===== src/pkt_filter_pkg.sv =====
`default_nettype none

package pkt_filter_pkg;

   localparam int DATA_W      = 64;
   localparam int BYTE_EN_W   = 3;
   localparam int DT_W        = 6;
   localparam int VC_W        = 4;
   localparam int WC_W        = 16;
   localparam int CRC_W       = 32;
   localparam int VC_MASK_W   = 8;
   localparam int NUM_VC      = 16;        // Low and high mask halves together
   localparam int SLOT_EN_BIT = DT_W;      // Enable sits above the type field

   // Payload and header fields of one beat
   typedef logic [DATA_W-1:0]    data_t;
   typedef logic [BYTE_EN_W-1:0] byte_en_t;    // Valid bytes in the last beat
   typedef logic [DT_W-1:0]      data_type_t;
   typedef logic [VC_W-1:0]      vc_t;
   typedef logic [WC_W-1:0]      word_count_t;
   typedef logic [CRC_W-1:0]     crc_t;

   // Filter configuration registers
   typedef logic [DT_W:0]        dt_slot_t;    // Enable plus exact type
   typedef logic [DT_W-1:0]      dt_bound_t;   // Range bound
   typedef logic [VC_MASK_W-1:0] vc_mask_t;    // Half of the VC drop mask

endpackage

`default_nettype wire


===== src/csi_pkt_if.sv =====
`default_nettype none

interface csi_pkt_if;

   logic                        header_en;
   logic                        data_en;
   logic                        pkt_crc_en;
   pkt_filter_pkg::data_type_t  data_type;
   pkt_filter_pkg::vc_t         virtual_channel;
   pkt_filter_pkg::word_count_t word_count;
   pkt_filter_pkg::data_t       csi_data;
   pkt_filter_pkg::byte_en_t    byte_en;
   pkt_filter_pkg::crc_t        pkt_crc;
   logic                        tunnel_mode_en;   // Sampled with the header

   modport src (
      output header_en, data_en, pkt_crc_en,
      output data_type, virtual_channel, word_count,
      output csi_data, byte_en,
      output pkt_crc, tunnel_mode_en
   );

   modport snk (
      input header_en, data_en, pkt_crc_en,
      input data_type, virtual_channel, word_count,
      input csi_data, byte_en,
      input pkt_crc, tunnel_mode_en
   );

endinterface

`default_nettype wire


===== src/csi_out_stage.sv =====
`default_nettype none

module csi_out_stage (
   input  logic                        mep_clk,
   input  logic                        rst_n,
   csi_pkt_if.snk                      beat,
   input  logic                        pkt_keep,
   input  logic                        tdi_en,
   output logic                        out_header_en,
   output logic                        out_data_en,
   output logic                        out_pkt_crc_en,
   output pkt_filter_pkg::data_type_t  out_data_type,
   output pkt_filter_pkg::vc_t         out_virtual_channel,
   output pkt_filter_pkg::word_count_t out_word_count,
   output pkt_filter_pkg::data_t       out_csi_data,
   output pkt_filter_pkg::byte_en_t    out_byte_en,
   output pkt_filter_pkg::crc_t        out_pkt_crc,
   output logic                        out_tunnel_mode_en
);

   logic beat_pass;   // Tunnel bypass or filter keep

   assign beat_pass = tdi_en | pkt_keep;

   // Strobes
   always_ff @(posedge mep_clk or negedge rst_n) begin
      if (!rst_n) begin
         out_header_en      <= 1'b0;
         out_data_en        <= 1'b0;
         out_pkt_crc_en     <= 1'b0;
         out_tunnel_mode_en <= 1'b0;
      end else begin
         out_header_en      <= beat.header_en  & beat_pass;
         out_data_en        <= beat.data_en    & beat_pass;
         out_pkt_crc_en     <= beat.pkt_crc_en & beat_pass;
         out_tunnel_mode_en <= tdi_en & beat.tunnel_mode_en;   // Low when filtering
      end
   end

   // Fields follow every beat, qualified only by the strobes
   always_ff @(posedge mep_clk or negedge rst_n) begin
      if (!rst_n) begin
         out_data_type       <= '0;
         out_virtual_channel <= '0;
         out_word_count      <= '0;
         out_csi_data        <= '0;
         out_byte_en         <= '0;
         out_pkt_crc         <= '0;
      end else begin
         out_data_type       <= beat.data_type;
         out_virtual_channel <= beat.virtual_channel;
         out_word_count      <= beat.word_count;
         out_csi_data        <= beat.csi_data;
         out_byte_en         <= beat.byte_en;
         out_pkt_crc         <= beat.pkt_crc;
      end
   end

endmodule

`default_nettype wire


===== src/idi_tunnel_mode_ctrl.sv =====
`default_nettype none

module idi_tunnel_mode_ctrl (
   input  logic   mep_clk,
   input  logic   rst_n,
   csi_pkt_if.snk beat,
   input  logic   reg_mep_tdi_en,
   input  logic   reg_mep_tdi_en_force,
   output logic   tdi_en
);

   logic tdi_flag;   // Tunnel request from the last header
   logic pkt_tdi;

   always_ff @(posedge mep_clk or negedge rst_n) begin
      if (!rst_n) begin
         tdi_flag <= 1'b0;
      end else if (beat.header_en) begin
         tdi_flag <= beat.tunnel_mode_en;
      end
   end

   assign pkt_tdi = beat.header_en ? beat.tunnel_mode_en : tdi_flag;

   always_comb begin
      if (reg_mep_tdi_en_force) begin
         tdi_en = reg_mep_tdi_en;   // Register override for every beat
      end else begin
         tdi_en = pkt_tdi;
      end
   end

endmodule

`default_nettype wire


===== src/pkt_drop_match.sv =====
`default_nettype none

module pkt_drop_match (
   input  pkt_filter_pkg::data_type_t data_type,
   input  pkt_filter_pkg::vc_t        virtual_channel,
   input  pkt_filter_pkg::dt_slot_t   reg_mem_dt1_selz,
   input  pkt_filter_pkg::dt_slot_t   reg_mem_dt2_selz,
   input  pkt_filter_pkg::dt_slot_t   reg_mem_dt7_selz,
   input  pkt_filter_pkg::dt_slot_t   reg_mem_dt8_selz,
   input  pkt_filter_pkg::dt_bound_t  reg_mem_dt3_selz,
   input  pkt_filter_pkg::dt_bound_t  reg_mem_dt4_selz,
   input  logic                       reg_mem_dt3_selz_en,
   input  logic                       reg_mem_dt4_selz_en,
   input  pkt_filter_pkg::vc_mask_t   reg_vc_selz_l,
   input  pkt_filter_pkg::vc_mask_t   reg_vc_selz_h,
   output logic                       drop_hit
);

   logic                              exact_hit;
   logic                              above_lo;
   logic                              below_hi;
   logic                              range_hit;
   logic                              vc_hit;
   logic [pkt_filter_pkg::NUM_VC-1:0] vc_mask;

   function automatic logic slot_hit(input pkt_filter_pkg::dt_slot_t   slot,
                                     input pkt_filter_pkg::data_type_t dt);
      return slot[pkt_filter_pkg::SLOT_EN_BIT] &&
             (slot[pkt_filter_pkg::DT_W-1:0] == dt);
   endfunction

   assign exact_hit = slot_hit(reg_mem_dt1_selz, data_type) |
                      slot_hit(reg_mem_dt2_selz, data_type) |
                      slot_hit(reg_mem_dt7_selz, data_type) |
                      slot_hit(reg_mem_dt8_selz, data_type);

   assign above_lo = (data_type >= reg_mem_dt3_selz);
   assign below_hi = (data_type <= reg_mem_dt4_selz);

   always_comb begin
      case ({reg_mem_dt3_selz_en, reg_mem_dt4_selz_en})
         2'b11:   range_hit = above_lo && below_hi;   // Inclusive window
         2'b10:   range_hit = above_lo;
         2'b01:   range_hit = below_hi;
         default: range_hit = 1'b0;
      endcase
   end

   assign vc_mask = {reg_vc_selz_h, reg_vc_selz_l};   // VC 15 down to VC 0
   assign vc_hit  = vc_mask[virtual_channel];

   assign drop_hit = exact_hit | range_hit | vc_hit;

endmodule

`default_nettype wire


===== src/pkt_filter_lane.sv =====
`default_nettype none

module pkt_filter_lane (
   input  logic                      mep_clk,
   input  logic                      rst_n,
   csi_pkt_if.snk                    beat,
   input  pkt_filter_pkg::dt_slot_t  reg_mem_dt1_selz,
   input  pkt_filter_pkg::dt_slot_t  reg_mem_dt2_selz,
   input  pkt_filter_pkg::dt_slot_t  reg_mem_dt7_selz,
   input  pkt_filter_pkg::dt_slot_t  reg_mem_dt8_selz,
   input  pkt_filter_pkg::dt_bound_t reg_mem_dt3_selz,
   input  pkt_filter_pkg::dt_bound_t reg_mem_dt4_selz,
   input  logic                      reg_mem_dt3_selz_en,
   input  logic                      reg_mem_dt4_selz_en,
   input  pkt_filter_pkg::vc_mask_t  reg_vc_selz_l,
   input  pkt_filter_pkg::vc_mask_t  reg_vc_selz_h,
   output logic                      pkt_keep
);

   logic drop_hit;
   logic drop_flag;   // Decision of the packet in flight

   pkt_drop_match u_drop_match (
      .data_type           (beat.data_type),
      .virtual_channel     (beat.virtual_channel),
      .reg_mem_dt1_selz    (reg_mem_dt1_selz),
      .reg_mem_dt2_selz    (reg_mem_dt2_selz),
      .reg_mem_dt7_selz    (reg_mem_dt7_selz),
      .reg_mem_dt8_selz    (reg_mem_dt8_selz),
      .reg_mem_dt3_selz    (reg_mem_dt3_selz),
      .reg_mem_dt4_selz    (reg_mem_dt4_selz),
      .reg_mem_dt3_selz_en (reg_mem_dt3_selz_en),
      .reg_mem_dt4_selz_en (reg_mem_dt4_selz_en),
      .reg_vc_selz_l       (reg_vc_selz_l),
      .reg_vc_selz_h       (reg_vc_selz_h),
      .drop_hit            (drop_hit)
   );

   always_ff @(posedge mep_clk or negedge rst_n) begin
      if (!rst_n) begin
         drop_flag <= 1'b0;
      end else if (beat.header_en) begin
         drop_flag <= drop_hit;   // Held until the next header
      end
   end

   // Header uses the live match, data and CRC beats reuse the stored one
   assign pkt_keep = beat.header_en ? ~drop_hit : ~drop_flag;

endmodule

`default_nettype wire


===== src/pkt_filter_top.sv =====
`default_nettype none

module pkt_filter_top (
   input  logic                        mep_clk,
   input  logic                        rst_n,
   // Input beat
   input  logic                        in_header_en,
   input  logic                        in_data_en,
   input  logic                        in_pkt_crc_en,
   input  pkt_filter_pkg::data_type_t  in_data_type,
   input  pkt_filter_pkg::vc_t         in_virtual_channel,
   input  pkt_filter_pkg::word_count_t in_word_count,
   input  pkt_filter_pkg::data_t       in_csi_data,
   input  pkt_filter_pkg::byte_en_t    in_byte_en,
   input  pkt_filter_pkg::crc_t        in_pkt_crc,
   input  logic                        in_tunnel_mode_en,
   // Filter registers
   input  pkt_filter_pkg::dt_slot_t    reg_mem_dt1_selz,
   input  pkt_filter_pkg::dt_slot_t    reg_mem_dt2_selz,
   input  pkt_filter_pkg::dt_slot_t    reg_mem_dt7_selz,
   input  pkt_filter_pkg::dt_slot_t    reg_mem_dt8_selz,
   input  pkt_filter_pkg::dt_bound_t   reg_mem_dt3_selz,
   input  pkt_filter_pkg::dt_bound_t   reg_mem_dt4_selz,
   input  logic                        reg_mem_dt3_selz_en,
   input  logic                        reg_mem_dt4_selz_en,
   input  pkt_filter_pkg::vc_mask_t    reg_vc_selz_l,
   input  pkt_filter_pkg::vc_mask_t    reg_vc_selz_h,
   input  logic                        reg_mep_tdi_en,
   input  logic                        reg_mep_tdi_en_force,
   // Output beat
   output logic                        out_header_en,
   output logic                        out_data_en,
   output logic                        out_pkt_crc_en,
   output pkt_filter_pkg::data_type_t  out_data_type,
   output pkt_filter_pkg::vc_t         out_virtual_channel,
   output pkt_filter_pkg::word_count_t out_word_count,
   output pkt_filter_pkg::data_t       out_csi_data,
   output pkt_filter_pkg::byte_en_t    out_byte_en,
   output pkt_filter_pkg::crc_t        out_pkt_crc,
   output logic                        out_tunnel_mode_en
);

   logic pkt_keep;
   logic tdi_en;

   csi_pkt_if in_beat ();

   assign in_beat.header_en       = in_header_en;
   assign in_beat.data_en         = in_data_en;
   assign in_beat.pkt_crc_en      = in_pkt_crc_en;
   assign in_beat.data_type       = in_data_type;
   assign in_beat.virtual_channel = in_virtual_channel;
   assign in_beat.word_count      = in_word_count;
   assign in_beat.csi_data        = in_csi_data;
   assign in_beat.byte_en         = in_byte_en;
   assign in_beat.pkt_crc         = in_pkt_crc;
   assign in_beat.tunnel_mode_en  = in_tunnel_mode_en;

   pkt_filter_lane u_filter_lane (
      .mep_clk             (mep_clk),
      .rst_n               (rst_n),
      .beat                (in_beat),
      .reg_mem_dt1_selz    (reg_mem_dt1_selz),
      .reg_mem_dt2_selz    (reg_mem_dt2_selz),
      .reg_mem_dt7_selz    (reg_mem_dt7_selz),
      .reg_mem_dt8_selz    (reg_mem_dt8_selz),
      .reg_mem_dt3_selz    (reg_mem_dt3_selz),
      .reg_mem_dt4_selz    (reg_mem_dt4_selz),
      .reg_mem_dt3_selz_en (reg_mem_dt3_selz_en),
      .reg_mem_dt4_selz_en (reg_mem_dt4_selz_en),
      .reg_vc_selz_l       (reg_vc_selz_l),
      .reg_vc_selz_h       (reg_vc_selz_h),
      .pkt_keep            (pkt_keep)
   );

   idi_tunnel_mode_ctrl u_tunnel_ctrl (
      .mep_clk              (mep_clk),
      .rst_n                (rst_n),
      .beat                 (in_beat),
      .reg_mep_tdi_en       (reg_mep_tdi_en),
      .reg_mep_tdi_en_force (reg_mep_tdi_en_force),
      .tdi_en               (tdi_en)
   );

   csi_out_stage u_out_stage (
      .mep_clk             (mep_clk),
      .rst_n               (rst_n),
      .beat                (in_beat),
      .pkt_keep            (pkt_keep),
      .tdi_en              (tdi_en),
      .out_header_en       (out_header_en),
      .out_data_en         (out_data_en),
      .out_pkt_crc_en      (out_pkt_crc_en),
      .out_data_type       (out_data_type),
      .out_virtual_channel (out_virtual_channel),
      .out_word_count      (out_word_count),
      .out_csi_data        (out_csi_data),
      .out_byte_en         (out_byte_en),
      .out_pkt_crc         (out_pkt_crc),
      .out_tunnel_mode_en  (out_tunnel_mode_en)
   );

endmodule

`default_nettype wire


===== config.mk =====
export PLATFORM = sky130hd
export DESIGN_NAME = pkt_filter_top
export DESIGN_NICKNAME = d
export VERILOG_FILES = /design/src/pkt_filter_pkg.sv /design/src/csi_pkt_if.sv /design/src/csi_out_stage.sv /design/src/idi_tunnel_mode_ctrl.sv /design/src/pkt_drop_match.sv /design/src/pkt_filter_lane.sv /design/src/pkt_filter_top.sv
export SDC_FILE = /design/constraint.sdc
export NUM_CORES = 1
export LEC_CHECK = 0
export BUFFER_PORTS_ARGS = -buffer_cell sky130_fd_sc_hd__buf_4
export CELL_PAD_IN_SITES_DETAIL_PLACEMENT = 1
export CELL_PAD_IN_SITES_GLOBAL_PLACEMENT = 2
export CORE_ASPECT_RATIO = 1.2
export CORE_MARGIN = 2
export CORE_UTILIZATION = 21
export CTS_CLUSTER_DIAMETER = 150
export DETAILED_ROUTE_END_ITERATION = 16
export GPL_ROUTABILITY_DRIVEN = 0
export GPL_TIMING_DRIVEN = 0
export MAX_ROUTING_LAYER = met4
export PLACE_DENSITY = 0.85
export SLEW_MARGIN = 20
export SYNTH_ARGS = -nofsm -noshare
export SYNTH_HDL_FRONTEND = slang
export SYNTH_HIERARCHICAL = 1
export SYNTH_SLANG_ARGS = --single-unit
export TNS_END_PERCENT = 20

===== constraint.sdc =====
create_clock -name mep_clk -period 1.1 [get_ports mep_clk]
set_input_delay 0.165 -clock mep_clk [delete_from_list [all_inputs] [get_ports mep_clk]]
set_output_delay 0.165 -clock mep_clk [all_outputs]
set_load 0.1 [all_outputs]

==> results of run 1 <==
worst min path at each step:
stage | start | end | slack, ns
2_1_floorplan | rst_n | u_filter_lane/drop_flag$_DFFE_PN0P_ | -0.13
3_3_place_gp | in_word_count[11] | u_out_stage/out_word_count[11]$_DFF_PN0_ | 0.27
3_5_place_dp | rst_n | u_out_stage/out_csi_data[12]$_DFF_PN0_ | 0.25
4_1_cts | rst_n | u_out_stage/out_csi_data[12]$_DFF_PN0_ | -0.20
5_1_grt | rst_n | u_out_stage/out_word_count[1]$_DFF_PN0_ | -0.17
6_report | rst_n | u_out_stage/out_csi_data[12]$_DFF_PN0_ | -0.21
stage by stage:
stage	setup slack [ns]	cells	area, sq um	hold WS (ns)
2_1_floorplan	-0.475	223	4090	-0.131
3_3_place_gp	-1.04	798	6810	0.275
3_5_place_dp	-1.13	799	6840	0.247
4_1_cts	-0.344	961	9850	-0.203
5_1_grt	-0.339	960	10200	-0.173
6_report	-0.268	960	10200	-0.212
placed cells by master (no fill, tap or decap), drive strengths merged, types with 2 or more instances in the layout:
master       synthesis  final
clkinvlp             0      3
clkinv               0      4
inv                 12     20
xnor2               12     12
xor2                12     12
nor4                 5      5
ha                  12     12
mux2                 4      4
nand2b               2      2
a21oi                3      3
buf                  1    322
nand4                6      6
nand2                2      2
dlygate4sd3          0    128
o21ai                2      2
o21a                 4      4
mux4                 4      4
dfrtp              131    131
clkbuf               0     17
mux2i                2      2
sequential cells by signal (all words and copies together) (netlist names):
signal and count:
u_out_stage/out_virtual_channel 4, u_out_stage/out_byte_en 3, u_out_stage/out_tunnel_mode_en 1, u_filter_lane/drop_flag 1, u_out_stage/out_data_type 6, u_out_stage/out_data_en 1, u_out_stage/out_pkt_crc_en 1, u_tunnel_ctrl/tdi_flag 1
u_out_stage/out_word_count 16, u_out_stage/out_csi_data 64, u_out_stage/out_header_en 1, u_out_stage/out_pkt_crc 32
layer usage:
| layer | vias to the layer above | GRT usage, % |
|---|---|---|
| met1 | 1894 | 20.8 |
| met5 | - | - |
| li1 | 1690 | - |
| met3 | 21 | 7.58 |
| met4 | 0 | 5.69 |
| met2 | 219 | 36.3 |
cell families (layout without fill, tap and decap cells):
logic type / count (synthesis) / count (layout)
AO/OA/AOI/OAI: 14 / 14
AND/OR/NAND/NOR: 19 / 19
flip-flops: 131 / 131
XOR/XNOR: 24 / 24
buffers and inverters: 13 / 494
adder cells (fa/ha/maj): 12 / 12
multiplexers: 10 / 10
layout make-up:
class,count,area (sq um),share of cell area (%)
clock buffers,17,425,4.18
flip-flops and latches,131,3280,32.2
inverters,12,52.6,0.516
clock inverters,15,139,1.36
well taps,256,320,3.15
repair buffers,450,5060,49.7
multi-input cells,79,907,8.91
repair_timing:
item / CTS / global route
setup buffers: 2 / 0
resized for setup: 291 / 73
endpoints found under the setup margin: 134 / 134
endpoints found under the hold margin: 204 / 76
pin swaps: 10 / 11
power groups by stage:
| stage | Clock (mW) | Combinational (mW) | Sequential (mW) |
|---|---|---|---|
| CTS | 5.51 | 4.21 | 5.28 |
| global placement | 0 | 3.30 | 5.24 |
| global route | 5.81 | 4.56 | 5.33 |
| detailed placement | 0 | 3.36 | 5.25 |
| finish | 5.45 | 4.40 | 5.31 |
| floorplan | 0 | 0.240 | 7.10 |
worst max-delay path, delay by kind of cell:
kind	cells	cell delay, ns
AOI/OAI and AO/OA	5	0.78
and+or+nand+nor	1	0.16
adders and majority gates	1	0.28
buffers and inverters	1	0.12
muxes	1	0.13
==> flow_summary_export.csv, run 1 <==
group,metric,value,unit
pwr,p_sw_share,35.0,%
grt,grt_antenna_before_repair,0,
sta,post-route-min-period,1.37,ns
setup_path,endpoint,"u_out_stage/out_pkt_crc_en$_DFF_PN0_",
logic_synthesis,syn_area_per_cell,18.3,sq um
routing,drcViolationCount,0,
logic_synthesis,synth_most_common_cell,"dfrtp_1",
grt,grt_pass1_wl,29200,um
grt,grt_max_degree,78,
routing,wl_per_cell,22.1,um
setup_path,crit_path_max_fanout,7,
pwr,peakVddDrop,0.969,mV
pwr,p_per_area,1490,mW/mm^2
logic_synthesis,syn-cell-area,0.00407,sq mm
setup_path,r2r-start,"u_tunnel_ctrl/tdi_flag$_DFF_PN0_",
logic_synthesis,yosys-top-cells-area,"dfrtp_1 (81%), ha_1 (3.7%), mux4_1 (2.6%)",
routing,drt-initial-drc-count,96,
sta,tightest_slew,0.712,ns
logic_synthesis,muxShareOfSynthArea,4.36,%
logic_synthesis,synth_common_cells,"dfrtp_1 (131), ha_1 (12), inv_1 (12), xnor2_1 (12), xor2_1 (12)",
routing,ant_nets,0,
routing,viasPerCell,3.98,
final_layout,post_route_cells_drive_above_1_share,54.7,%
setup_path,startpoint_type,"primary input",
logic_synthesis,synth_cell_type_count,26,
routing,highest_layer,"met4",
logic_synthesis,synth_flop_cell,"dfrtp_1",
outcome,outcome,"finished with violations",
setup_path,critPathSlowestCell,"ha_4",
clocking,h-tree-depth,4,
pwr,comb_power_share,29.0,%
final_layout,finish.utilization,53.8,%
grt,track_usage,20.2,%
final_layout,fill_cells,1817,
clocking,clock-root-buffer,"clkbuf_16",
sta,max_freq,731,MHz
setup_path,crit_chain,"buf_12, ha_4, nand4_1, o21a_1, o31ai_2, o221ai_2, o2111ai_2, mux2i_2, o21a_1",
sta,maxSlewViolCount,0,
setup_path,end_kind,"flop",
setup_path,max_stage_delay,0.28,ns
floorplan,die_width,131,um
floorplan,ios,320,
logic_synthesis,synth.yosys.seq_area_share,80.5,%
setup_path,worst_path_most_repeated_cell,"o21a_1",
logic_synthesis,synthAdderAreaFrac,3.69,%
pwr,power.switching,5.31,mW
pwr,p_int,9.85,mW
floorplan,die_h,157,um
logic_synthesis,synth_top_family_by_area,"XOR/XNOR gates",
final_layout,area_growth,150,%
place,io_buffers,319,
clocking,cts_sinks,131,
outcome,violations,"hold timing, setup timing",
setup_path,cp.required,1.38,ns
grt,grt_overflow_total,0,
floorplan,core_area,0.0189,sq mm
logic_synthesis,synth_simple_gate_area_share,2.70,%
routing,num_vias,3824,
routing,drtPass1Iterations,5,
floorplan,die-area,0.0205,sq mm
logic_synthesis,synth_compound_area_share,2.34,%
setup_path,reg2reg_slack,-0.18,ns
clocking,cts_tree,"yes",
logic_synthesis,yosysTopAreaCellShare,80.5,%
logic_synthesis,ys_ff_latch,131,
floorplan,start_util,21.5,%
sta,rsz0062_at_grt,"yes",
logic_synthesis,synth_xor_area_share,5.16,%
pwr,seqPwrFrac,35.0,%
sta,finalWorstSetupSlack,-0.268,ns
routing,wl_met1,7550,um
setup_path,r2r_end,"u_out_stage/out_pkt_crc_en$_DFF_PN0_",
pwr,clkPwrFrac,36.0,%
clocking,holdBufCountCts,128,
setup_path,critPathLaunch,"in_data_type[4]",
logic_synthesis,synth_warnings,6,
sta,clock_skew,0.00579,ns
final_layout,nets,894,
setup_path,rr_worst_depth,3,
sta,fin_crit_sh,124,%
clocking,cts_buffer_depth,2,
routing,dr_wl_met3,1960,um
run,cap_violations,0,
routing,wirelength,21200,um
grt,grt_pass1_vias,4559,
floorplan,num_rows,55,
routing,route.met2.wl,11400,um
setup_path,worstSetupPathType,"in2reg",
logic_synthesis,synth_edf_count,0,
clocking,insertion_delay,0.41,ns
clocking,cts_inserted_buffers,17,
pwr,leakagePower,4.73,nW
logic_synthesis,ys_async_sr_fraction,100,%
sta,finalSetupTns,-8.08,ns
sta,finalSetupViolations,134,
place,dp_hpwl,12400,um
hold_path,hp-class,"in2async",
logic_synthesis,postSynthCellCount,223,
setup_path,crit_arrival,1.65,ns
logic_synthesis,synth_top_cell_by_area,"dfrtp_1",
pwr,fin_total_pwr,15.2,mW
sta,fin_hold_ws,-0.212,ns
final_layout,antenna_cells,0,
logic_synthesis,synth_nets,426,
sta,finalHoldViolCount,76,
clocking,clk_pin_slew,0.07,ns
sta,slew_headroom,52.5,%
No activity file was read; power rests on OpenSTA's default activity.
==> run 2: changes to the inputs <==
==> constraint.sdc (replaced) <==
create_clock -name mep_clk -period 1.1 [get_ports mep_clk]
set_input_delay 0.275 -clock mep_clk [delete_from_list [all_inputs] [get_ports mep_clk]]
set_output_delay 0.275 -clock mep_clk [all_outputs]
set_load 0.1 [all_outputs]
==> run 2 against run 1 <==
Net effect:
- clock skew down 0.0043 ns
- register-to-register slack better by 0.05 ns
- maximum frequency fell by 4.6%
- utilization up 0.073 points
- the flow still finishes with violations (hold timing, setup timing)
- routed wire length rose by 1.7%
- sequential share of layout area up 0.23 points
- clock-buffer cell count increased by 1
- setup slack lost 0.066 ns
- flip-flop and latch count unchanged
- sequential power is essentially flat
==> flow_summary_export.csv, run 2 (synthesized netlist as in run 1, its figures left out) <==
group,metric,value,unit
pwr,leakagePower,4.69,nW
routing,drt-initial-drc-count,122,
grt,top_usage_layer,"met2",
setup_path,max_stage_delay,0.27,ns
place,io_buffers,319,
setup_path,startpoint_type,"primary input",
clocking,clock-root-buffer,"clkbuf_16",
floorplan,die_h,157,um
final_layout,largestRegisters,"u_out_stage/out_csi_data (64), u_out_stage/out_pkt_crc (32), u_out_stage/out_word_count (16)",
clocking,cts_inserted_buffers,17,
final_layout,multi_input_area,941,sq um
routing,wl_per_cell,22.6,um
setup_path,critPathTopFamily,"compound AO/OA/AOI/OAI gates",
outcome,violations,"hold timing, setup timing",
final_layout,regMostFlops,"u_out_stage/out_csi_data",
place,dp_hpwl,12200,um
sta,fin_hold_ws,-0.0777,ns
setup_path,crit_arrival,1.73,ns
sta,tightest_slew,0.761,ns
routing,drcViolationCount,0,
sta,finalSetupViolations,134,
sta,maxSlewViolCount,0,
sta,clock_skew,0.00145,ns
grt,grt_pass1_vias,4749,
pwr,peakVddDrop,1.06,mV
routing,viasPerCell,4.07,
grt,gr-usage-met3,7.00,%
floorplan,core_area,0.0189,sq mm
clocking,cts_buffer_depth,2,
final_layout,layout.area.seq,0.00331,sq mm
sta,max_freq,697,MHz
grt,grt_max_degree,79,
hold_path,hp-class,"in2async",
final_layout,nets,885,
clocking,insertion_delay,0.41,ns
sta,finalHoldViolCount,77,
sta,finalWorstSetupSlack,-0.334,ns
clocking,cts_tree,"yes",
clocking,h-tree-depth,4,
setup_path,crit_chain,"buf_12, ha_4, nand4_1, o21a_1, o31ai_2, o221ai_2, o2111ai_4, mux2i_4, o21a_1",
grt,met1_usage,19.9,%
grt,grt_antenna_before_repair,3,
routing,drtPass1Iterations,4,
final_layout,final_common_cell,"buf_4",
routing,ant_nets,0,
sta,rsz0062_at_grt,"yes",
setup_path,worst_path_most_repeated_cell,"o21a_1",
routing,num_vias,3881,
sta,fin_crit_sh,130,%
run,cap_violations,0,
setup_path,crit_buf_inv,1,
grt,met2_usage,38.9,%
final_layout,final_cell_mix,"buf_4 (183), dlygate4sd3_1 (119), dfrtp_1 (109)",
floorplan,die_width,131,um
setup_path,critPathSlowestCell,"ha_4",
routing,wirelength,21500,um
final_layout,fill_cells,1806,
setup_path,crit_path_max_fanout,7,
grt,grt_pass1_wl,29900,um
clocking,clk_pin_slew,0.07,ns
floorplan,start_util,21.5,%
final_layout,largest_register_ffs,64,
pwr,p_per_area,1510,mW/mm^2
floorplan,die-area,0.0205,sq mm
grt,grt_overflow_total,0,
setup_path,cp.required,1.40,ns
setup_path,worstSetupPathType,"in2reg",
clocking,cts_sinks,131,
grt,track_usage,20.7,%
final_layout,area_growth,150,%
sta,finalSetupTns,-23.05,ns
sta,post-route-min-period,1.43,ns
floorplan,num_rows,55,
setup_path,end_kind,"flop",
sta,slew_headroom,49.3,%
outcome,outcome,"finished with violations",
final_layout,post_route_cells_drive_above_1_share,59.0,%
floorplan,ios,320,
run 2: cell count changes in the layout (fill, tap and decap cells not counted), sizes merged:
cell,change
diode,+3
clkinv,-3
clkbuf,+1
clkinvlp,+1
bufinv,+1
dlygate4sd3,-9
run 2: final cells by class:
cell class                      count  area share [%]
Tap cell                          256            3.14
Timing Repair Buffer              441            49.0
Inverter                           12           0.515
Antenna cell                        3          0.0736
Sequential cell                   131            32.4
Clock buffer                       18            4.21
Clock inverter                     14            1.41
Multi-Input combinational cell     79            9.23
run 2: worst reg2reg max path, cell delays in order, from the launching register on:
cell and delay, ns:
dfrtp_1 0.36, mux2_4 0.28, mux2_4 0.30, o21a_1 0.18
run 2: power by group:
part           switching, mW  internal (mW)
combinational           2.62           1.79
clock                   2.44           3.19
sequential             0.236           5.09
total                   5.30           10.1
run 2: through the flow:
| stage | cell area (sq um) | utilization, % | total power, mW | setup slack, ns | cells |
|---|---|---|---|---|---|
| after floorplan | 4120 | - | 7.35 | -0.581 | 223 |
| after global placement | 6840 | 36.1 | 8.53 | -1.12 | 798 |
| after detailed placement | 6870 | 36.3 | 8.61 | -1.18 | 799 |
| after CTS | 9680 | 51.2 | 15.1 | -0.452 | 950 |
| after global routing | 10200 | 53.9 | 15.9 | -0.401 | 954 |
| final | 10200 | 53.9 | 15.4 | -0.334 | 954 |
run 2: metal layers:
layer | part of all wire (%) | vias up | wire, um
met5 | 0 | - | 0
met4 | 2.1 | 0 | 448
met3 | 7.4 | 27 | 1590
met2 | 58 | 222 | 12400
met1 | 33 | 1955 | 7090
li1 | - | 1677 | -
run 2: repair_timing:
action                                  in CTS  in global routing
gates cloned                                 0                  0
buffers inserted                             1                  1
endpoints found under the setup margin     134                134
hold buffers                               118                  1
hold endpoints to repair                   195                 78
gates resized for setup                    269                106
pin swaps                                    8                 13
run 2: final timing paths:
check | end | startpoint | cells after the start | slack, ns
setup / recovery | u_out_stage/out_data_en$_DFF_PN0_ | in_data_type[4] | 9 | -0.33
hold / removal | u_out_stage/out_csi_data[38]$_DFF_PN0_ | rst_n | 1 | -0.08
setup reg to reg | u_out_stage/out_data_en$_DFF_PN0_ | u_tunnel_ctrl/tdi_flag$_DFF_PN0_ | 3 | -0.13
hold reg to reg | u_tunnel_ctrl/tdi_flag$_DFF_PN0_ | u_tunnel_ctrl/tdi_flag$_DFF_PN0_ | 1 | 0.51
max in group asynchronous | u_out_stage/out_csi_data[18]$_DFF_PN0_ | rst_n | 2 | 0.42
min in group mep_clk | u_out_stage/out_virtual_channel[0]$_DFF_PN0_ | in_virtual_channel[0] | 1 | 0.03
